**src/hw/fft_pkg.sv**
```systemverilog
package fft_pkg;

  // frame geometry
  localparam int N_SAMPLES = 8;
  localparam int HALF_N    = N_SAMPLES / 2;
  localparam int LOG_N     = $clog2(N_SAMPLES);
  localparam int STAGE_W   = (LOG_N > 1) ? $clog2(LOG_N) : 1;

  // fixed-point format, Q15.16
  localparam int SAMPLE_W  = 32;
  localparam int FRAC_BITS = 16;

  localparam real PI = 3.14159265358979323846;

  // one real or imaginary value
  typedef logic signed [SAMPLE_W-1:0] sample_t;

  // imaginary part in the upper half, real part in the lower half
  typedef logic [2*SAMPLE_W-1:0] complex_t;

  typedef logic [STAGE_W-1:0] stage_t;
  typedef logic [LOG_N-1:0]   index_t;

  typedef enum logic [1:0] {
    idle,
    compute,
    done
  } core_state_t;

endpackage

```
**src/hw/sample_deserializer.sv**
```systemverilog
`timescale 1ns/10ps

module sample_deserializer (
  input  logic             clk,
  input  logic             reset,
  input  fft_pkg::sample_t in_data,
  input  logic             in_valid,
  output logic             in_ready,
  output fft_pkg::sample_t frame_in[fft_pkg::N_SAMPLES],
  output logic             frame_in_valid,
  input  logic             frame_in_ready
);
  import fft_pkg::*;

  index_t wr_idx;
  logic   full;
  logic   accept;

  // input blocked while a full frame waits for the core
  assign in_ready       = !full;
  assign accept         = in_valid && in_ready;
  assign frame_in_valid = full;

  always_ff @(posedge clk) begin
    if (reset) begin
      wr_idx <= '0;
      full   <= 1'b0;
    end else begin
      if (accept) begin
        if (wr_idx == index_t'(N_SAMPLES - 1)) begin
          wr_idx <= '0;
          full   <= 1'b1;
        end else begin
          wr_idx <= wr_idx + 1'b1;
        end
      end else if (full && frame_in_ready) begin
        full <= 1'b0;
      end
    end
  end

  // sample slots
  always_ff @(posedge clk) begin
    if (accept) begin
      frame_in[wr_idx] <= in_data;
    end
  end

endmodule

```
**config.mk**
```make
export PLATFORM = sky130hd
export DESIGN_NAME = sample_deserializer
export DESIGN_NICKNAME = d
export VERILOG_FILES = /design/src/hw/fft_pkg.sv /design/src/hw/sample_deserializer.sv
export SDC_FILE = /design/constraint.sdc
export NUM_CORES = 1
export LEC_CHECK = 0
export ABC_AREA = 1
export ABC_CLOCK_PERIOD_IN_PS = 5790
export BUFFER_PORTS_ARGS = -buffer_cell sky130_fd_sc_hd__buf_2
export CELL_PAD_IN_SITES_DETAIL_PLACEMENT = 1
export CELL_PAD_IN_SITES_GLOBAL_PLACEMENT = 1
export CORE_MARGIN = 2
export CORE_UTILIZATION = 44
export CTS_CLUSTER_DIAMETER = 150
export DETAILED_ROUTE_END_ITERATION = 7
export GPL_TIMING_DRIVEN = 1
export PLACE_DENSITY = 0.91
export SYNTH_ARGS = -nofsm -noshare
export SYNTH_HDL_FRONTEND = slang
export SYNTH_SLANG_ARGS = --single-unit
```
**constraint.sdc**
```tcl
create_clock -name clk -period 5.79 [get_ports clk]
set_clock_uncertainty 0.15 [all_clocks]
set_input_delay 0.579 -clock clk [delete_from_list [all_inputs] [get_ports clk]]
set_output_delay 0.579 -clock clk [all_outputs]
set_load 0.03 [all_outputs]
```
==> results of run 1 <==
==> power by group through the flow <==
stage          Combinational [W]  Sequential, W  Clock (W)
6_report                0.000197        0.00214    0.00178
5_1_grt                 0.000209        0.00214    0.00187
4_1_cts                 0.000200        0.00214    0.00180
3_5_place_dp            0.000199        0.00218          0
3_3_place_gp            0.000185        0.00217          0
2_1_floorplan          0.0000236        0.00225          0
==> per-layer routing <==
metal	track usage, %	part of all wire, %	up-vias
met5	0	0	-
met1	24.54	37	2147
met3	4.503	6.1	43
met2	40.28	55	220
li1	-	-	1823
met4	7.143	2.4	0
==> kinds of logic (layout without fill, tap and decap cells) <==
| logic type | Yosys count | count (layout) |
|---|---|---|
| flops | 260 | 260 |
| simple gates | 25 | 25 |
| buf+inv | 6 | 343 |
| compound gates | 4 | 4 |
| fa+ha+maj | 2 | 2 |
| other cells | 0 | 2 |
==> registers in the layout, summed over array words and instances, names as in the netlist <==
name,cells
frame_in,256
frame_in_valid,1
wr_idx,3
==> layout make-up <==
cell class | count | area, sq um | share of cell area, %
inverter | 6 | 22.52 | 0.2113
antenna | 2 | 5.005 | 0.04695
multi-input combinational | 31 | 206.4 | 1.937
clock buffer | 26 | 629.4 | 5.904
tap | 229 | 286.5 | 2.688
clock inverter | 18 | 275.3 | 2.582
timing repair buffer | 293 | 1466 | 13.76
sequential | 260 | 7767 | 72.87
==> cells in the final DEF (no fill, tap or decap) <==
| master | Yosys | final |
|---|---|---|
| diode_2 | 0 | 2 |
| or2_1 | 1 | 1 |
| clkinv_2 | 0 | 5 |
| ha_1 | 2 | 2 |
| buf_2 | 0 | 293 |
| dfxtp_1 | 4 | 4 |
| nand2_2 | 1 | 1 |
| edfxtp_1 | 256 | 256 |
| clkinv_1 | 0 | 2 |
| nor2_4 | 0 | 8 |
| clkbuf_16 | 0 | 25 |
| clkinv_4 | 0 | 2 |
| nand2_1 | 9 | 9 |
| clkbuf_1 | 0 | 1 |
| inv_1 | 5 | 5 |
| inv_2 | 1 | 1 |
| bufinv_16 | 0 | 7 |
| a21oi_1 | 2 | 2 |
| o21ai_0 | 2 | 2 |
| nor2_2 | 1 | 1 |
| clkinvlp_4 | 0 | 2 |
| nor2_1 | 13 | 5 |
==> through the flow <==
step	instances	cell area [sq um]	util (%)	hold WS, ns
floorplan	297	7936	-	0.3252
global placement	819	9749	54.65	0.3387
detailed placement	819	9749	54.65	0.3723
CTS	863	10650	59.72	0.1000
global route	864	10660	59.73	0.1039
finish	865	10660	59.74	0.1137
==> path summary, 6_finish.rpt <==
path / cells past startpoint / end
min reg2reg: 2 / frame_in_valid
max reg2reg: 3 / frame_in[29]
min: 2 / frame_in_valid
max: 3 / frame_in[29]
==> metrics.yaml, run 1 <==
synth-edff-count: 256
comb_power_share_pct: 4.8
ctsResizeCount: 0
cp.required_ns: 5.75
post-route-min-period_ns: 2.497
synth_top_family_by_area: "simple AND/OR/NAND/NOR gates"
holdCritPathClass: "in -> reg"
cp.arrival_ns: 2.46
total_power_w: 0.004116
syn2layout_area_growth_pct: 34.31
grt_pass1_wl_microns: 30590
nets: 655
clk_pin_slew_ns: 0.06
synth_flop_cell: "edfxtp_1"
numCtsBuffers: 25
switching_share_pct: 20.76
start_util_pct: 44.48
synth_most_common_cell: "edfxtp_1"
fill_cells: 1629
yosys-top-cells-count: "edfxtp_1 (256), nor2_1 (13), nand2_1 (9)"
maxSlewViolCount: 0
drt-pass1-iter-count: 6
syn_inst: 297
r2r_slack_ns: 3.29
min_period_over_period_pct: 43.12
synth_xor_area_share_pct: 0
wl_per_cell_microns: 24.32
p_sw_w: 0.0008544
clockPowerShare_pct: 43.3
cp_top_family: "simple AND/OR/NAND/NOR gates"
drive_above_1_share_pct: 54.42
cts_setup_buffers: 0
grt_pass1_vias: 4646
drt_iter0_markers: 196
cts_tree: "built"
worstSetupStartpointType: "flop"
crit_type: "reg -> reg"
synthSimpleGateAreaFrac_pct: 1.277
synth.top_cells.by_area: "edfxtp_1 (97%), dfxtp_1 (1.0%), nor2_1 (0.61%)"
yosysSeqAreaShare_pct: 97.87
track_usage_pct: 21.52
synth_compound_area_share_pct: 0.2522
vias: 4233
yosys_warnings: 0
outcome: "finished, final reports clean"
grt_overflow: 0
pwr-share-seq_pct: 51.9
viasPerCell: 4.894
ctsRootBufferMaster: "clkbuf_16"
r2r_start: "frame_in_valid"
hpwl_microns: 13640
core_sq_mm: 0.01784
p_int_w: 0.003261
clk_latency_ns: 0.51
finalSetupTns_ns: 0
antenna_found_initial: 2
slew_headroom_pct: 12.40
synth_fa_ha_area_share_pct: 0.3153
irDropWorstVdd_v: 0.0002152
min-delay-start: "reset"
crit_chain: "nor2_2, nand2_1, nor2_4"
cts_buffer_depth: 3
synth.avg_cell_area_sq_um: 26.72
dieHeight_microns: 138.3
postRouteAntennaNets: 0
p_leak_nw: 4.043
worstSetupStartpoint: "frame_in_valid"
yosys.area.top_type: "edfxtp_1"
place_congestion: 0.7984
netlist_area_sq_mm: 0.007936
port-buffer-count: 293
setup_viol: 0
drc: 0
h-tree-depth: 1
grt_setup_unrepaired: "false"
fin_ws_ns: 3.293
crit_path_max_fanout: 32
top_level_ports: 294
tightestPinTransition_ns: 1.311
yosysTopAreaCellShare_pct: 96.86
async_flop_share_pct: 0
cap_violations: 0
muxShareOfSynthArea_pct: 0
final-hold-violation-count: 0
crit_slowest_cell: "nor2_4"
cts_hold_buf: 0
cp_slowest_stage_delay_ns: 1.05
end_kind: "flop"
synth_fp_nets: 335
post_synth_num_cell_types: 12
fp.dieArea_sq_mm: 0.01913
grt_max_degree: 33
crit_buf_inv: 0
yosys_register_bits: 260
cts.sinks: 260
fmax_ghz: 0.4005
rows: 49
finalWirelength_microns: 21040
pwr_density_cell_mw_per_mm2: 386.1
fp.dieW_microns: 138.3
post-place-ws_ns: 2.969
Note: power is estimated with default switching activity, not from simulation.
==> run 2, diff against run 1 <==
--- a/config.mk
+++ b/config.mk
@@ -6,16 +6,16 @@
 export NUM_CORES = 1
 export LEC_CHECK = 0
 export ABC_AREA = 1
-export ABC_CLOCK_PERIOD_IN_PS = 5790
+export ABC_CLOCK_PERIOD_IN_PS = 2200
 export BUFFER_PORTS_ARGS = -buffer_cell sky130_fd_sc_hd__buf_2
 export CELL_PAD_IN_SITES_DETAIL_PLACEMENT = 1
 export CELL_PAD_IN_SITES_GLOBAL_PLACEMENT = 1
 export CORE_MARGIN = 2
-export CORE_UTILIZATION = 44
+export CORE_UTILIZATION = 37
 export CTS_CLUSTER_DIAMETER = 150
 export DETAILED_ROUTE_END_ITERATION = 7
 export GPL_TIMING_DRIVEN = 1
-export PLACE_DENSITY = 0.91
+export PLACE_DENSITY = 0.82
 export SYNTH_ARGS = -nofsm -noshare
 export SYNTH_HDL_FRONTEND = slang
 export SYNTH_SLANG_ARGS = --single-unit
==> constraint.sdc (replaced) <==
create_clock -name clk -period 2.2 [get_ports clk]
set_clock_uncertainty 0.15 [all_clocks]
set_input_delay 0.22 -clock clk [delete_from_list [all_inputs] [get_ports clk]]
set_output_delay 0.22 -clock clk [all_outputs]
set_load 0.03 [all_outputs]
==> run 2 against run 1 <==
Against the previous run: first-iteration DRC count decreased by 8.7%; non-clock buffer count grew 47; count of clock-buffer cells in the layout grew 4; critical path depth increased by 4; total power rose to 2.5 times the previous value; cell area is 4.5% higher; critical endpoint is now frame_in[202].
==> metrics.yaml, run 2 (synthesized netlist as in run 1, its figures left out) <==
grt_max_degree: 33
cts_setup_buffers: 0
outcome: "finished, final reports clean"
finalSetupTns_ns: 0
cts_tree: "built"
grt_overflow: 0
cp.arrival_ns: 1.92
pwr_density_cell_mw_per_mm2: 930.2
drt-pass1-iter-count: 4
p_leak_nw: 4.229
rows: 53
tightestPinTransition_ns: 0.4177
fp.dieArea_sq_mm: 0.02264
fmax_ghz: 0.5275
viasPerCell: 4.522
drc: 0
p_sw_w: 0.002169
p_int_w: 0.008195
postRouteAntennaNets: 0
cap_violations: 0
start_util_pct: 37.75
min_period_over_period_pct: 86.17
ctsRootBufferMaster: "clkbuf_16"
dpl.cell_count: 875
vias: 4337
hpwl_microns: 12710
final_cell_mix: "buf_2 (293), edfxtp_1 (256), dlygate4sd3_1 (37)"
grt_pass1_wl_microns: 28570
crit_path_max_fanout: 19
maxSlewViolCount: 0
worstSetupStartpointType: "input port"
post-place-ws_ns: 0.3611
port-buffer-count: 293
post-route-min-period_ns: 1.896
irDropWorstVdd_v: 0.0006006
final-hold-violation-count: 0
crit_type: "in -> reg"
drt_iter0_markers: 179
end_kind: "flop"
total_power_w: 0.01036
pwr-share-seq_pct: 54.2
fp.dieW_microns: 150.5
clk_pin_slew_ns: 0.06
core_sq_mm: 0.02102
cts.sinks: 260
drive_above_1_share_pct: 50.95
hold_slack_ns: 0.3754
largest_reg_flops: 256
grt_setup_unrepaired: "false"
dieHeight_microns: 150.5
clockPowerShare_pct: 40.1
finalNonFillerCells: 959
top_level_ports: 294
antenna_found_initial: 0
cts_buffer_depth: 3
clk_latency_ns: 0.50
switching_share_pct: 20.93
wl_per_cell_microns: 21.22
h-tree-depth: 1
setup_viol: 0
track_usage_pct: 17.14
holdCritPathClass: "in -> reg"
fin_ws_ns: 0.3043
finalWirelength_microns: 20350
cp.required_ns: 2.23
place_congestion: 0.7521
slew_headroom_pct: 72.09
syn2layout_area_growth_pct: 40.39
comb_power_share_pct: 5.7
regMostFlops: "frame_in"
grt_pass1_vias: 4629
layout_commonest_cell: "buf_2"
nets: 703
numCtsBuffers: 26
==> run 2: timing repair <==
action,4_1_cts,5_1_grt
hold buffers,37,0
resized for setup,0,0
endpoints found under the hold margin,260,0
==> run 2: metal layers <==
metal / track usage, % / wire length, microns / part of all wire [%] / vias up
li1: - / - / - / 1913
met1: 20.72 / 7970 / 39 / 2183
met2: 30.77 / 10560 / 52 / 214
met3: 4.091 / 1534 / 7.5 / 27
met4: 4.528 / 280 / 1.4 / 0
met5: 0 / 0 / 0 / -
==> run 2: layout make-up <==
cell class              count  area, sq um
clock buffers              30        686.9
flip-flops and latches    260         7767
diodes                      1        2.502
clock inverters            16        125.1
repair buffers            340         1987
well taps                 275        344.1
inverters                   6        22.52
multi-input cells          31        206.4
fillers                  1979         9879
==> run 2: critical path, cell delays in order <==
cell	delay, ns
dlygate4sd3_1	0.53
buf_2	0.12
inv_1	0.05
nor2_2	0.19
nand2_1	0.31
nor2_4	0.17
buf_4	0.31
==> run 2: worst paths after layout <==
| path | slack (ns) | to | start | depth (start not counted) |
|---|---|---|---|---|
| worst max-delay path | 0.30 | frame_in[202] | in_valid | 7 |
| worst min register to register | 0.40 | wr_idx[2] | wr_idx[2] | 2 |
| worst max register to register | 0.31 | frame_in[202] | frame_in_valid | 4 |
| worst min-delay path | 0.38 | frame_in[135] | in_data[7] | 2 |
==> run 2: per-stage QoR <==
step	area [sq um]	utilization [%]
2_1_floorplan	7966	-
3_3_place_gp	9957	47.37
3_5_place_dp	9957	47.37
4_1_cts	11140	52.99
5_1_grt	11140	52.99
6_report	11140	53.00
==> run 2: power by group through the flow <==
stage | Combinational [W] | Sequential (W) | Clock, W
2_1_floorplan | 0.0000706 | 0.00593 | 0
3_3_place_gp | 0.000514 | 0.00572 | 0
3_5_place_dp | 0.000543 | 0.00572 | 0
4_1_cts | 0.000596 | 0.00562 | 0.00423
5_1_grt | 0.000629 | 0.00562 | 0.00442
6_report | 0.000593 | 0.00562 | 0.00415
==> run 3, diff against run 2 <==
--- a/config.mk
+++ b/config.mk
@@ -7,15 +7,16 @@
 export LEC_CHECK = 0
 export ABC_AREA = 1
 export ABC_CLOCK_PERIOD_IN_PS = 2200
-export BUFFER_PORTS_ARGS = -buffer_cell sky130_fd_sc_hd__buf_2
 export CELL_PAD_IN_SITES_DETAIL_PLACEMENT = 1
 export CELL_PAD_IN_SITES_GLOBAL_PLACEMENT = 1
 export CORE_MARGIN = 2
-export CORE_UTILIZATION = 37
+export CORE_UTILIZATION = 49
+export CTS_BUF_LIST = sky130_fd_sc_hd__clkbuf_4
 export CTS_CLUSTER_DIAMETER = 150
 export DETAILED_ROUTE_END_ITERATION = 7
+export DONT_BUFFER_PORTS = 1
 export GPL_TIMING_DRIVEN = 1
-export PLACE_DENSITY = 0.82
+export PLACE_DENSITY = 0.84
 export SYNTH_ARGS = -nofsm -noshare
 export SYNTH_HDL_FRONTEND = slang
 export SYNTH_SLANG_ARGS = --single-unit
==> run 3 against run 2 <==
Against the previous run: critical path depth shrank 3; highest routed layer unchanged; critical path type is now reg -> reg; sequential share of layout area grew 11 points; total power shrank 5.7%; maximum frequency shrank 7.1%; hold slack lost 0.24 ns; utilization grew 7.4 points; largest power group unchanged; die area shrank 24%.
==> metrics.yaml, run 3 (synthesized netlist as in run 1, its figures left out) <==
outcome: "finished, final reports clean"
clockPowerShare_pct: 37.6
fp.dieArea_sq_mm: 0.01723
fmax_ghz: 0.4902
grt_overflow: 0
worstSetupStartpointType: "flop"
crit_type: "reg -> reg"
wl_per_cell_microns: 27.62
p_int_w: 0.007510
cts.sinks: 260
cts_tree: "built"
viasPerCell: 5.155
h-tree-depth: 2
port-buffer-count: 0
post-place-ws_ns: 0.2092
pwr_density_cell_mw_per_mm2: 1019
post-route-min-period_ns: 2.040
fin_ws_ns: 0.1600
switching_share_pct: 23.13
p_leak_nw: 3.163
place_congestion: 0.7813
crit_path_max_fanout: 15
start_util_pct: 49.96
syn2layout_area_growth_pct: 20.84
grt_pass1_wl_microns: 26720
end_kind: "flop"
grt_setup_unrepaired: "false"
regMostFlops: "frame_in"
cts_buffer_depth: 3
antenna_found_initial: 0
drt-pass1-iter-count: 4
layout_commonest_cell: "edfxtp_1"
ctsRootBufferMaster: "clkbuf_4"
slew_headroom_pct: 68.29
tightestPinTransition_ns: 0.4750
maxSlewViolCount: 0
p_sw_w: 0.002260
drive_above_1_share_pct: 25.60
final_cell_mix: "edfxtp_1 (256), clkbuf_4 (81), dlygate4sd3_1 (35)"
dieHeight_microns: 131.3
rows: 46
dpl.cell_count: 530
cp.required_ns: 2.38
irDropWorstVdd_v: 0.0006022
clk_pin_slew_ns: 0.07
clk_latency_ns: 0.64
grt_pass1_vias: 3772
track_usage_pct: 21.77
antennaDiodeCount: 0
setup_viol: 0
nets: 449
drc: 0
fp.dieW_microns: 131.3
ctsResizeCount: 0
top_level_ports: 294
hpwl_microns: 11520
pwr-share-seq_pct: 59.8
holdCritPathClass: "in -> reg"
finalNonFillerCells: 677
postRouteAntennaNets: 0
finalWirelength_microns: 18700
min_period_over_period_pct: 92.73
cap_violations: 0
comb_power_share_pct: 2.6
largest_reg_flops: 256
core_sq_mm: 0.01589
numCtsBuffers: 60
grt_max_degree: 23
vias: 3490
cp.arrival_ns: 2.22
drt_iter0_markers: 223
final-hold-violation-count: 0
fill_cells: 1334
==> run 3: cell types whose count changed in the layout (fill, tap and decap cells not counted), sizes merged <==
cell         delta
inv             +1
clkinv         +16
buf           -286
clkinvlp        -1
clkbuf         +51
bufinv          -1
diode           -1
dlygate4sd3     -2
==> run 3: worst max-delay path: stages (launching register included) <==
cell and delay [ns]:
dfxtp_1 0.46, nor2_2 0.30, nand2_1 0.29, nor2_4 0.20, buf_4 0.30
==> run 3: stage by stage <==
| step | hold slack [ns] | power, W | utilization [%] | setup TNS, ns | area, sq um |
|---|---|---|---|---|---|
| floorplan | 0.1391 | 0.005998 | - | -63.63 | 7966 |
| global placement | 0.1400 | 0.006082 | 53.39 | 0 | 8482 |
| detailed placement | 0.1431 | 0.006103 | 53.39 | 0 | 8482 |
| CTS | 0.05760 | 0.009839 | 60.37 | 0 | 9590 |
| global route | 0.07443 | 0.01015 | 60.37 | 0 | 9590 |
| finish | 0.1320 | 0.009770 | 60.37 | 0 | 9590 |
==> run 3: worst paths after layout <==
check	end	startpoint	cells after the start	slack [ns]
setup reg to reg	frame_in[130]	frame_in_valid	4	0.16
hold / removal	wr_idx[0]	reset	2	0.13
hold reg to reg	wr_idx[0]	wr_idx[0]	2	0.42
setup / recovery	frame_in[130]	frame_in_valid	4	0.16
==> run 3: metal layers <==
layer	up-vias	wire length [microns]	track usage (%)
met4	0	528	8.635
met3	39	1451	8.449
met2	227	10000	37.98
li1	1449	-	-
met5	-	0	0
met1	1775	6715	24.06
==> run 3: layout make-up <==
cell class / count / area [sq um] / area share [%]
clock buffers: 81 / 608.1 / 6.341
clock inverters: 31 / 150.1 / 1.566
inverters: 6 / 22.52 / 0.2348
multi-input cells: 31 / 206.4 / 2.153
flip-flops and latches: 260 / 7767 / 80.99
well taps: 216 / 270.3 / 2.818
repair buffers: 52 / 565.5 / 5.897
==> run 3: power by group through the flow <==
stage	clock [W]	sequential (W)	combinational, W
2_1_floorplan	0	0.00593	0.0000706
3_3_place_gp	0	0.00595	0.000133
3_5_place_dp	0	0.00596	0.000148
4_1_cts	0.00374	0.00585	0.000256
5_1_grt	0.00402	0.00585	0.000281
6_report	0.00367	0.00584	0.000256
==> run 3: timing repair <==
| action | CTS | global route |
|---|---|---|
| hold buffers | 35 | 0 |
| hold endpoints to repair | 260 | 0 |
| setup buffers | 0 | 0 |
