<file path="src/hw/fft_pkg.sv">
package fft_pkg;

  // frame geometry
  localparam int N_SAMPLES = 8;
  localparam int HALF_N    = N_SAMPLES / 2;
  localparam int LOG_N     = $clog2(N_SAMPLES);
  localparam int STAGE_W   = (LOG_N > 1) ? $clog2(LOG_N) : 1;

  // fixed-point format, Q15.16
  localparam int SAMPLE_W  = 32;
  localparam int FRAC_BITS = 16;

  localparam real PI = 3.14159265358979323846;

  // one real or imaginary value
  typedef logic signed [SAMPLE_W-1:0] sample_t;

  // imaginary part in the upper half, real part in the lower half
  typedef logic [2*SAMPLE_W-1:0] complex_t;

  typedef logic [STAGE_W-1:0] stage_t;
  typedef logic [LOG_N-1:0]   index_t;

  typedef enum logic [1:0] {
    idle,
    compute,
    done
  } core_state_t;

endpackage

</file>
<file path="src/hw/sample_serializer.sv">
`timescale 1ns/10ps

module sample_serializer (
  input  logic             clk,
  input  logic             reset,
  input  fft_pkg::sample_t frame_out[fft_pkg::N_SAMPLES],
  input  logic             frame_out_valid,
  output logic             frame_out_ready,
  output fft_pkg::sample_t out_data,
  output logic             out_valid,
  input  logic             out_ready
);
  import fft_pkg::*;

  sample_t frame_q[N_SAMPLES];
  index_t  rd_idx;
  logic    busy;
  logic    load;

  assign frame_out_ready = !busy;
  assign load            = frame_out_valid && frame_out_ready;
  assign out_valid       = busy;
  assign out_data        = frame_q[rd_idx];

  always_ff @(posedge clk) begin
    if (reset) begin
      busy   <= 1'b0;
      rd_idx <= '0;
    end else begin
      if (load) begin
        busy   <= 1'b1;
        rd_idx <= '0;
      end else if (out_valid && out_ready) begin
        // last word frees the buffer for the next frame
        if (rd_idx == index_t'(N_SAMPLES - 1)) begin
          busy   <= 1'b0;
          rd_idx <= '0;
        end else begin
          rd_idx <= rd_idx + 1'b1;
        end
      end
    end
  end

  always_ff @(posedge clk) begin
    if (load) begin
      for (int i = 0; i < N_SAMPLES; i++) begin
        frame_q[i] <= frame_out[i];
      end
    end
  end

endmodule

</file>
<file path="config.mk">
export PLATFORM = sky130hd
export DESIGN_NAME = sample_serializer
export DESIGN_NICKNAME = d
export VERILOG_FILES = /design/src/hw/fft_pkg.sv /design/src/hw/sample_serializer.sv
export SDC_FILE = /design/constraint.sdc
export NUM_CORES = 1
export LEC_CHECK = 0
export BUFFER_PORTS_ARGS = -buffer_cell sky130_fd_sc_hd__buf_2
export CORE_MARGIN = 2
export CORE_UTILIZATION = 52
export CTS_CLUSTER_SIZE = 12
export DETAILED_ROUTE_END_ITERATION = 6
export HOLD_SLACK_MARGIN = 0.05
export PLACE_DENSITY = 0.89
export RECOVER_POWER = 100
export SLEW_MARGIN = 0
export SYNTH_ARGS = -nofsm -noshare
export SYNTH_HDL_FRONTEND = slang
export SYNTH_SLANG_ARGS = --single-unit
</file>
<file path="constraint.sdc">
create_clock -name clk -period 17.6 [get_ports clk]
set_clock_uncertainty 0.15 [all_clocks]
set_input_delay 1.76 -clock clk [delete_from_list [all_inputs] [get_ports clk]]
set_output_delay 1.76 -clock clk [all_outputs]
set_load 0.05 [all_outputs]
</file>
==> summary.txt, run 1 <==
Timing
  – RSZ-0062 raised after global routing: no
  – Slew @ Worst Pin: 4.816 ns
  – Tmin final: 9.168 ns
  – Hold Worst Slack: 0.4208 ns
  – Fmax: between 100 and 150 MHz
  – Fin. max-slew vios: between 300 and 400
  – Final setup violation count: 0
  – Final period utilization: 0.5209
  – Setup TNS: 0 ns
  – Fin. Hold Viols: 0
  – Relative slew slack: -2.211

Die
  – Area of the core: ~19000 sq um
  – Die area: slightly above 20000 sq um
  – Die height: 142.8 um
  – Initial core utilization: 0.5321
  – Die X: 142.8 um
  – Rows: 50
  – I/O Pins: roughly 290

Outcome
  – Failing checks: capacitance limit, slew limit
  – Status: complete, but fails checks

CTS
  – CTS sink cnt: between 200 and 300
  – # resized after CTS: 0
  – CTS clk-pin slew, worst paths: ~0.060 ns
  – Max clock buf depth: 3
  – Root Driver: clkbuf_16
  – Htree depth: 1
  – CTS tree: built
  – Clock Latency Late Sink: roughly 0.52 ns
  – Cts bufs inserted: 27
  – Cts hold-fix bufs: 0
  – Setup Buffers After CTS: 0

Layout
  – Leading cell type in the layout, fill and taps excluded: edfxtp_1
  – Most frequent cells in the layout: edfxtp_1, buf_2, clkbuf_1
  – Area grow syn2layout: 23.93%
  – Fin nets: slightly below 1k
  – Core Util, Final: 0.6594
  – Share of layout cells above drive strength 1: 0.4584

Critical path
  – CP cell instances: clkbuf_1 -> nor2b_1 -> clkbuf_1 -> clkbuf_1
  – CP dominant cell by count: clkbuf_1
  – Crit path buffers/inverters: 3
  – Startpoint types: input pin
  – Max stage delay cell, worst path: clkbuf_1
  – Worst-path maximum fanout: 94
  – Crit-path max cell delay: between 3 and 4 ns
  – CP endpoint kind: flop
  – Delay-heaviest family, CP: buffers and inverters
  – Worst path required time: about 17 ns
  – Arr. time, crit path: around 9.0 ns
  – Critical path class: in2reg

GRT
  – First-pass GRT wire length: ~30000 um
  – Pin count of the biggest net entering global routing: 95
  – Remaining global-route overflow: 0
  – GRT Overall Usage: 0.2007
  – Vias in the first global route: ~5.7k
  – Initial antenna violation count: 3

Power and ir drop
  – Switch Pwr: approximately 290 uW
  – Comb power frac: 0.076
  – Sw frac: 0.2119
  – Worst VDD drop: around 0.00011 V
  – Flop pwr share: 0.552
  – Clock network power share: 0.372
  – PwrDens: between 100 and 150 nW/um^2
  – Pleak: about 0.0045 uW
  – Internal power: around 1100 uW

Yosys
  – Area leader, netlist: edfxtp_1
  – Register area share after synthesis: 0.7812
  – Yosys cell types: 17
  – Post-Syn Instances: 393
  – #FFs+latches synth: between 200 and 300
  – Synth Net Count: ~660
  – Synth warn: 0
  – Post-Syn Area per Cell: 25.50 sq um
  – Synthesized cell area: approximately 10000 sq um
  – Top cells by area, synth: edfxtp_1, mux4_1, mux4_2
  – Top cell type's share of synthesized area: 0.7672

Placed design
  – GP Congestion: about 0.87
  – Port bufs: about 290
  – Dpl hpwl: approximately 15000 um

Detailed routing
  – DR pass1 iterations: 5
  – Post-route DRC: 0
  – Drt via density: approximately 5.3
  – Final WL: between 20000 and 25000 um
  – DR vias: 5246
  – Iter 0 DRT Violations: 318
  – WL/cell: 21.17 um
  – DRT antenna net count: 0

Run
  – Max-Cap Viols: 5

Hold path
  – Min-delay worst type: reg2reg
-- flip-flops by register name, summed over array words and instances (netlist names), named ones only --
name	count
frame_q	256
rd_idx	3
out_valid	1
-- final cells by class --
cell class	instances	area, sq um
inverters	1	3.754
fillers	1223	6414
clock buffers	42	732.0
well taps	260	325.3
clock inverters	8	40.04
diodes	3	7.507
flip-flops and latches	263	7830
multi-input cells	110	2057
repair buffers	298	1421
-- kinds of logic after synthesis --
family / Yosys count / synth area share
AOI/OAI and AO/OA: 4 / 0.003372
adders and majority gates: 2 / 0.002497
buffers and inverters: 20 / 0.01349
DFF: 263 / 0.7812
muxes: 98 / 0.1969
and+or+nand+nor: 6 / 0.002498
-- metal layers --
layer	share of wire	wire length, um	global-route usage	up-vias
met5	0	0	0	-
met4	0.029	612	0.06514	0
met3	0.075	1563	0.05097	44
met2	0.52	10750	0.3553	277
met1	0.38	7925	0.2427	2582
li1	-	-	-	2343
-- power by group through the flow --
stage	combinational (uW)	sequential (uW)	clock, uW
5_1_grt	109	748	536
3_5_place_dp	105	754	0
4_1_cts	106	741	512
3_3_place_gp	101	751	0
2_1_floorplan	64.0	760	0
6_report	103	744	501
-- cell usage after synthesis --
cell / instances
a311oi_1: 1
a32oi_1: 2
ha_1: 2
mux4_2: 24
mux2i_1: 1
mux2_2: 33
edfxtp_1: 256
mux4_1: 40
inv_1: 1
a22oi_1: 1
buf_2: 6
buf_1: 3
clkbuf_1: 3
nor2b_1: 1
dfxtp_1: 7
buf_6: 7
nor2_1: 5
-- worst register-to-register path, cell delays in order (launching register included) --
cell and delay, ns:
dfxtp_1 0.40, nor2b_1 0.15, clkbuf_1 3.35, clkbuf_1 3.57
-- worst paths after layout --
check | startpoint | to | slack [ns] | depth (start not counted)
hold reg to reg | rd_idx[1] | flop | 0.42 | 2
setup reg to reg | out_valid | frame_q[1][3] | 9.39 | 3
setup / recovery | frame_out_valid | frame_q[1][3] | 8.43 | 4
hold / removal | rd_idx[1] | flop | 0.42 | 2
-- metrics by stage --
stage / power [uW] / cell area (sq um) / setup WS, ns / std cells
after floorplan: 824.4 / 10020 / 3.772 / 393
after global placement: 852.0 / 11730 / 13.21 / 932
after detailed placement: 859.0 / 11730 / 13.12 / 932
after CTS: 1358 / 12500 / 12.58 / 982
after global routing: 1393 / 12420 / 7.839 / 985
final: 1348 / 12420 / 8.432 / 985
Power figures use the tool's default switching activity.
==> run 2: changes to the inputs <==
- clock period: 17.6 -> 9.4 ns (I/O delays scaled with it)
==> run 2 against run 1 <==
  * The run still ends with capacitance limit, slew limit left
  * Flip-flop and latch count unchanged
  * Via count increased by 1.4%
  * Non-clock buffer count unchanged
  * Setup slack got worse by 4.3 ns
  * Power increased by 92%
  * Sequential share of layout area decreased by 0.56 points
  * Clock power increased by 100%
  * Critical path type is now reg2out
==> summary.txt, run 2 (synthesized netlist as in run 1, its figures left out) <==
Outcome
  – Status: complete, but fails checks
  – Failing checks: capacitance limit, slew limit

Timing
  – Fin. Hold Viols: 0 (unchanged)
  – Fmax: ~190 MHz
  – Setup TNS: 0 ns (unchanged)
  – Final period utilization: 0.5612
  – Relative slew slack: -0.7286 (+1.482)
  – Slew @ Worst Pin: 2.588 ns (-2.229 ns)
  – Fin. max-slew vios: 68 (-79%)
  – Tmin final: approximately 5.3 ns
  – RSZ-0062 raised after global routing: no
  – Final setup violation count: 0 (unchanged)

Layout
  – Share of layout cells above drive strength 1: 0.4882 (+0.02979)
  – Multi-input gate area: 2057 sq um (unchanged)
  – Final Non-Filler Cells: 988 (+0.30%)
  – Most frequent cells in the layout: edfxtp_1, buf_2, clkbuf_1
  – # fillers: 1213 (-0.82%)
  – Top reg by flops: frame_q
  – Core Util, Final: 0.6653 (+0.005914)
  – Area grow syn2layout: 25.04%
  – Total area of sequential cells: 7830 sq um (unchanged)
  – Max reg flops: 256 (unchanged)
  – Fin nets: 964 (+0.10%)
  – Leading cell type in the layout, fill and taps excluded: edfxtp_1

Critical path
  – Delay-heaviest family, CP: flip-flops
  – Arr. time, crit path: 4.19 ns (-4.84 ns)
  – CP endpoint kind: output port
  – CP cell instances: buf_4 -> mux4_1 -> mux2_2 -> clkbuf_1
  – Startpoint types: flop
  – Crit-path max cell delay: 1.65 ns (-1.87 ns)
  – Max stage delay cell, worst path: dfxtp_1
  – Worst path required time: 8.31 ns (-9.15 ns)
  – Worst-path maximum fanout: 33 (-65%)
  – Critical path class: reg2out
  – Crit path buffers/inverters: 2 (-1)

Die
  – Die height: 142.8 um (unchanged)
  – Die X: 142.8 um (unchanged)
  – Rows: 50 (unchanged)
  – Die area: 20390 sq um (unchanged)
  – Area of the core: 18830 sq um (unchanged)
  – Initial core utilization: 0.5321 (unchanged)
  – I/O Pins: 294 (unchanged)

CTS
  – Htree depth: 1 (unchanged)
  – Max clock buf depth: 3 (unchanged)
  – Root Driver: clkbuf_16
  – Cts bufs inserted: 28 (+3.7%)
  – CTS tree: built
  – CTS clk-pin slew, worst paths: 0.06 ns (about the same)
  – Setup Buffers After CTS: 0 (unchanged)
  – Clock Latency Late Sink: 0.54 ns (+0.02 ns)
  – Cts hold-fix bufs: 0 (unchanged)
  – CTS sink cnt: 263 (unchanged)
  – # resized after CTS: 0 (unchanged)

GRT
  – Initial antenna violation count: 5 (+2)
  – Remaining global-route overflow: 0 (unchanged)
  – First-pass GRT wire length: 30970 um (+1.9%)
  – Vias in the first global route: 5713 (+0.58%)
  – GRT Overall Usage: 0.2055 (+0.004856)
  – Pin count of the biggest net entering global routing: 89 (-6.3%)

Power and ir drop
  – Worst VDD drop: 0.0002468 V (+120%)
  – Pleak: 0.004598 uW (+2.0%)
  – PwrDens: 206.6 nW/um^2 (+90%)

Placed design
  – GP Congestion: 0.8125 (-6.3%)
  – Cells after DPL: 932 (unchanged)
  – Dpl hpwl: 14780 um (+1.2%)
  – Port bufs: 293 (unchanged)

Detailed routing
  – DR pass1 iterations: 4 (-1)
  – Iter 0 DRT Violations: 296 (-6.9%)
  – DRT antenna net count: 0 (unchanged)
  – DR vias: 5318 (+1.4%)
  – WL/cell: 21.52 um (+1.7%)
  – Drt via density: 5.383 (+1.1%)
  – Post-route DRC: 0 (unchanged)
  – Final WL: 21270 um (+2.0%)

Run
  – Max-Cap Viols: 2 (-3)

Hold path
  – Min-delay worst type: reg2reg
## run 2: final timing paths
kind / startpoint / endpoint / slack [ns] / cells after the start
setup reg to reg: out_valid / frame_q[1][15] / 4.70 / 3
hold / removal: rd_idx[1] / rd_idx[1] / 0.41 / 2
setup / recovery: flop / out_data[25] / 4.12 / 4
hold reg to reg: rd_idx[1] / rd_idx[1] / 0.41 / 2
## run 2: report_power, final
group	total [uW]	switching, uW	internal (uW)
combinational	193	110	83.7
clock	1010	420	588
sequential	1390	21.3	1370
## run 2: layout make-up
class                           instances  area share
Timing Repair Buffer                  298      0.1160
Clock inverter                          9    0.006591
Antenna cell                            5   0.0009987
Multi-Input combinational cell        110      0.1642
Inverter                                1   0.0002996
Clock buffer                           42     0.06092
Tap cell                              260     0.02597
Sequential cell                       263      0.6250
## run 2: layer usage
metal | vias up | routed length [um] | global-route usage
met5 | - | 0 | 0
met4 | 0 | 622 | 0.07608
met3 | 44 | 1485 | 0.04930
met2 | 252 | 11340 | 0.3621
met1 | 2675 | 7818 | 0.2481
li1 | 2347 | - | -
## run 2: per-stage QoR
stage | hold slack, ns | total power (uW) | setup WS (ns) | cell area (sq um)
after floorplan | 0.3348 | 1531 | 1.208 | 10020
after global placement | 0.3686 | 1594 | 5.556 | 11730
after detailed placement | 0.4137 | 1608 | 5.390 | 11730
after CTS | 0.4055 | 2615 | 5.170 | 12580
after global routing | 0.4016 | 2678 | 3.806 | 12520
final | 0.4106 | 2588 | 4.125 | 12530
## run 2: worst reg2reg max path, stage by stage, from the launching register on
cell and delay (ns):
dfxtp_1 0.40, nor2b_1 1.95, buf_4 0.93, buf_4 0.83
==> run 3: changes to the inputs <==
- clock period: 9.4 -> 5.3 ns (I/O delays scaled with it)
==> run 3 against run 2 <==
  * The run now fails in 4_1_cts
  * Synthesized area is the same
  * Synthesized cell count is the same
==> summary.txt, run 3 <==
Yosys
  – EDFF count, synth: 256 (unchanged)
  – Simple-gate share of the synthesized area: 0.002498 (unchanged)
  – Post-Syn Instances: 393 (unchanged)
  – Top cells by area, synth: edfxtp_1, mux4_1, mux4_2
  – Yosys cell types: 17 (unchanged)
  – Top cell type's share of synthesized area: 0.7672 (unchanged)
  – Adder-cell share of the synthesized area: 0.002498 (unchanged)
  – Compound-cell area share of the yosys netlist: 0.003372 (unchanged)
  – Register area share after synthesis: 0.7812 (unchanged)
  – Post-synthesis mux area share: 0.1969 (unchanged)
  – Most frequent cell after synthesis: edfxtp_1
  – #FFs+latches synth: 263 (unchanged)
  – Synthesized cell area: 10020 sq um (unchanged)
  – Area leader, netlist: edfxtp_1
  – Most instantiated cells after synthesis: edfxtp_1, mux4_1, mux2_2
  – Synth Area in XOR/XNOR: 0 (unchanged)
  – Async set-or-reset flop fraction in the synthesized netlist: 0 (unchanged)
  – Post-Syn Area per Cell: 25.50 sq um (unchanged)
  – Synth Net Count: 655 (unchanged)
  – Prevailing post-synth register cell: edfxtp_1
  – Synth warn: 0 (unchanged)
  – Largest family of logic cells by synthesized area: multiplexers

Die
  – Die height: 142.8 um (unchanged)
  – I/O Pins: 294 (unchanged)
  – Rows: 50 (unchanged)
  – Die X: 142.8 um (unchanged)
  – Initial core utilization: 0.5321 (unchanged)

CTS
  – Cts hold-fix bufs: 197 (+197)
  – Htree depth: 1 (unchanged)
  – CTS sink cnt: 263 (unchanged)
  – Root Driver: clkbuf_16
  – Setup Buffers After CTS: 0 (unchanged)
  – Cts bufs inserted: 27 (-3.6%)
  – # resized after CTS: 0 (unchanged)
  – Max clock buf depth: 3 (unchanged)

Outcome
  – Status: did not finish
  – Stop err: [ERROR RSZ-0060] Max buffer count reached.
  – Fail Step: 4_1_cts

Placed design
  – Setup WS pre-CTS: 2.243 ns (-3.146 ns)
  – GP Congestion: 0.8114 (-0.14%)
  – Dpl hpwl: 14250 um (-3.6%)
  – Port bufs: 293 (unchanged)
## run 3: cell counts after synthesis
No cell type changed its count.
## run 3: per-stage QoR
stage	area, sq um	instances	util
3_5_place_dp	11740	931	0.6233
2_1_floorplan	10030	393	-
3_3_place_gp	11740	931	0.6233
## run 3: kinds of logic after synthesis
family / count (synthesis)
compound gates: 4
fa+ha+maj: 2
buf+inv: 20
flops: 263
mux: 98
simple gates: 6
==> run 4: changes to the inputs <==
- CORE_UTILIZATION: 52 -> 40
- CTS_CLUSTER_SIZE: 12 -> not set
- HOLD_SLACK_MARGIN: 0.05 -> not set
- PLACE_DENSITY: 0.89 -> not set
- PLACE_DENSITY_LB_ADDON: not set -> 0.15
==> run 4 against run 3 <==
  * The flow now finishes, with violations (capacitance limit, slew limit)
==> summary.txt, run 4 (synthesized netlist as in run 1, its figures left out) <==
Layout
  – Share of layout cells above drive strength 1: 0.4131
  – # fillers: 1878
  – Final Non-Filler Cells: between 1k and 1.5k
  – Core Util, Final: 0.5716
  – Area grow syn2layout: 39.56%
  – Most frequent cells in the layout: edfxtp_1, buf_2, dlygate4sd3_1
  – Top reg by flops: frame_q
  – Leading cell type in the layout, fill and taps excluded: edfxtp_1
  – Max reg flops: 256
  – Fin nets: ~1.1k

Timing
  – RSZ-0062 raised after global routing: no
  – Final period utilization: 0.7483
  – Setup TNS: 0 ns
  – Fmax: 252.1 MHz
  – Tmin final: between 3 and 4 ns
  – Slack of the critical path: approximately 1.3 ns
  – Final setup violation count: 0
  – Slew @ Worst Pin: between 3 and 4 ns
  – Fin. Hold Viols: 0
  – Relative slew slack: -1.476
  – Fin. max-slew vios: between 300 and 400

Power and ir drop
  – PwrDens: approximately 350 nW/um^2
  – Post-layout power: around 4900 uW
  – Sw frac: 0.2056
  – Flop pwr share: 0.504
  – Worst VDD drop: ~0.00026 V
  – Internal power: roughly 3900 uW
  – Comb power frac: 0.085
  – Pleak: between 0.005 and 0.006 uW
  – Switch Pwr: roughly 1000 uW
  – Clock network power share: 0.411

Critical path
  – Crit path buffers/inverters: 1
  – Startpoint types: flop
  – Arr. time, crit path: 3.87 ns
  – CP cell instances: nor2b_1 -> clkbuf_1
  – Worst path required time: 5.20 ns
  – Delay-heaviest family, CP: buffers and inverters
  – Worst-path maximum fanout: 72
  – Crit-path max cell delay: 2.62 ns
  – Critical path class: reg2reg
  – Max stage delay cell, worst path: clkbuf_1
  – CP endpoint kind: flop

Detailed routing
  – DR pass1 iterations: 7
  – WL/cell: approximately 19 um
  – DRT antenna net count: 0
  – Final WL: ~22000 um
  – Iter 0 DRT Violations: 349
  – Drt via density: 4.782
  – Post-route DRC: 0
  – DR vias: between 5k and 6k

Die
  – Rows: 57 (+14%)
  – Die area: 26330 sq um
  – Die height: 162.3 um (+14%)
  – Initial core utilization: 0.4096 (-0.1225)
  – I/O Pins: 294 (unchanged)
  – Area of the core: between 20000 and 25000 sq um
  – Die X: 162.3 um (+14%)

Placed design
  – Port bufs: 293 (unchanged)
  – Cells after DPL: 996 (+7.0%)
  – GP Congestion: 0.7410 (-8.7%)
  – Dpl hpwl: 13870 um (-2.7%)
  – Setup WS pre-CTS: 2.382 ns (+0.1388 ns)

CTS
  – Root Driver: clkbuf_16
  – CTS sink cnt: 263 (unchanged)
  – CTS tree: built
  – Htree depth: 1 (unchanged)
  – Max clock buf depth: 3 (unchanged)
  – Cts bufs inserted: 29 (+7.4%)
  – CTS clk-pin slew, worst paths: 0.06 ns
  – Clock Latency Late Sink: about 0.53 ns
  – Setup Buffers After CTS: 0 (unchanged)

GRT
  – GRT Overall Usage: 0.1616
  – Initial antenna violation count: 1
  – Pin count of the biggest net entering global routing: 95
  – Remaining global-route overflow: 0
  – First-pass GRT wire length: between 30000 and 40000 um
  – Vias in the first global route: slightly above 6k

Run
  – Max-Cap Viols: 4

Outcome
  – Failing checks: capacitance limit, slew limit
  – Status: complete, but fails checks

Hold path
  – Min-delay worst type: in2reg
==> run 4: final timing paths <==
check                                     from  slack (ns)        endpoint  cells after the start
worst min register to register       rd_idx[1]        0.39            flop                      2
worst max register to register       out_valid        1.33  frame_q[2][27]                      2
worst min-delay path            frame_out[212]        0.02  frame_q[1][20]                      1
worst max-delay path                 out_valid        1.33  frame_q[2][27]                      2
==> run 4: what timing repair did <==
item                      4_1_cts  5_1_grt
hold buffers                  112       17
gates resized for setup         0        0
hold endpoints to repair      112       17
==> run 4: final cells by class <==
| type | instances | area, sq um | area share |
|---|---|---|---|
| multi-input cells | 110 | 2057 | 0.1471 |
| inverters | 1 | 3.754 | 0.0002684 |
| well taps | 324 | 405.4 | 0.02899 |
| clock inverters | 15 | 197.7 | 0.01414 |
| repair buffers | 427 | 2731 | 0.1953 |
| diodes | 1 | 2.502 | 0.0001790 |
| clock buffers | 36 | 752.0 | 0.05378 |
| flip-flops and latches | 263 | 7834 | 0.5602 |
==> run 4: stage by stage <==
stage / hold slack (ns) / area [sq um]
finish: 0.02484 / 13980
global route: 0.0002317 / 13980
CTS: 0.00004219 / 13880
detailed placement: 0.3762 / 11810
global placement: 0.3634 / 11810
floorplan: 0.3348 / 10030
==> run 4: power by group through the flow <==
stage / Sequential [uW] / Combinational [uW] / Clock (uW)
2_1_floorplan: 2490 / 213 / 0
3_3_place_gp: 2490 / 341 / 0
6_report: 2460 / 417 / 2000
5_1_grt: 2470 / 447 / 2140
3_5_place_dp: 2500 / 350 / 0
4_1_cts: 2450 / 418 / 2050
==> run 4: routing by layer <==
layer / vias to the layer above / wire length [um] / global-route usage
li1: 2605 / - / -
met1: 2768 / 8503 / 0.1914
met2: 214 / 11320 / 0.2923
met3: 42 / 1494 / 0.03958
met4: 0 / 552 / 0.04787
met5: - / 0 / 0
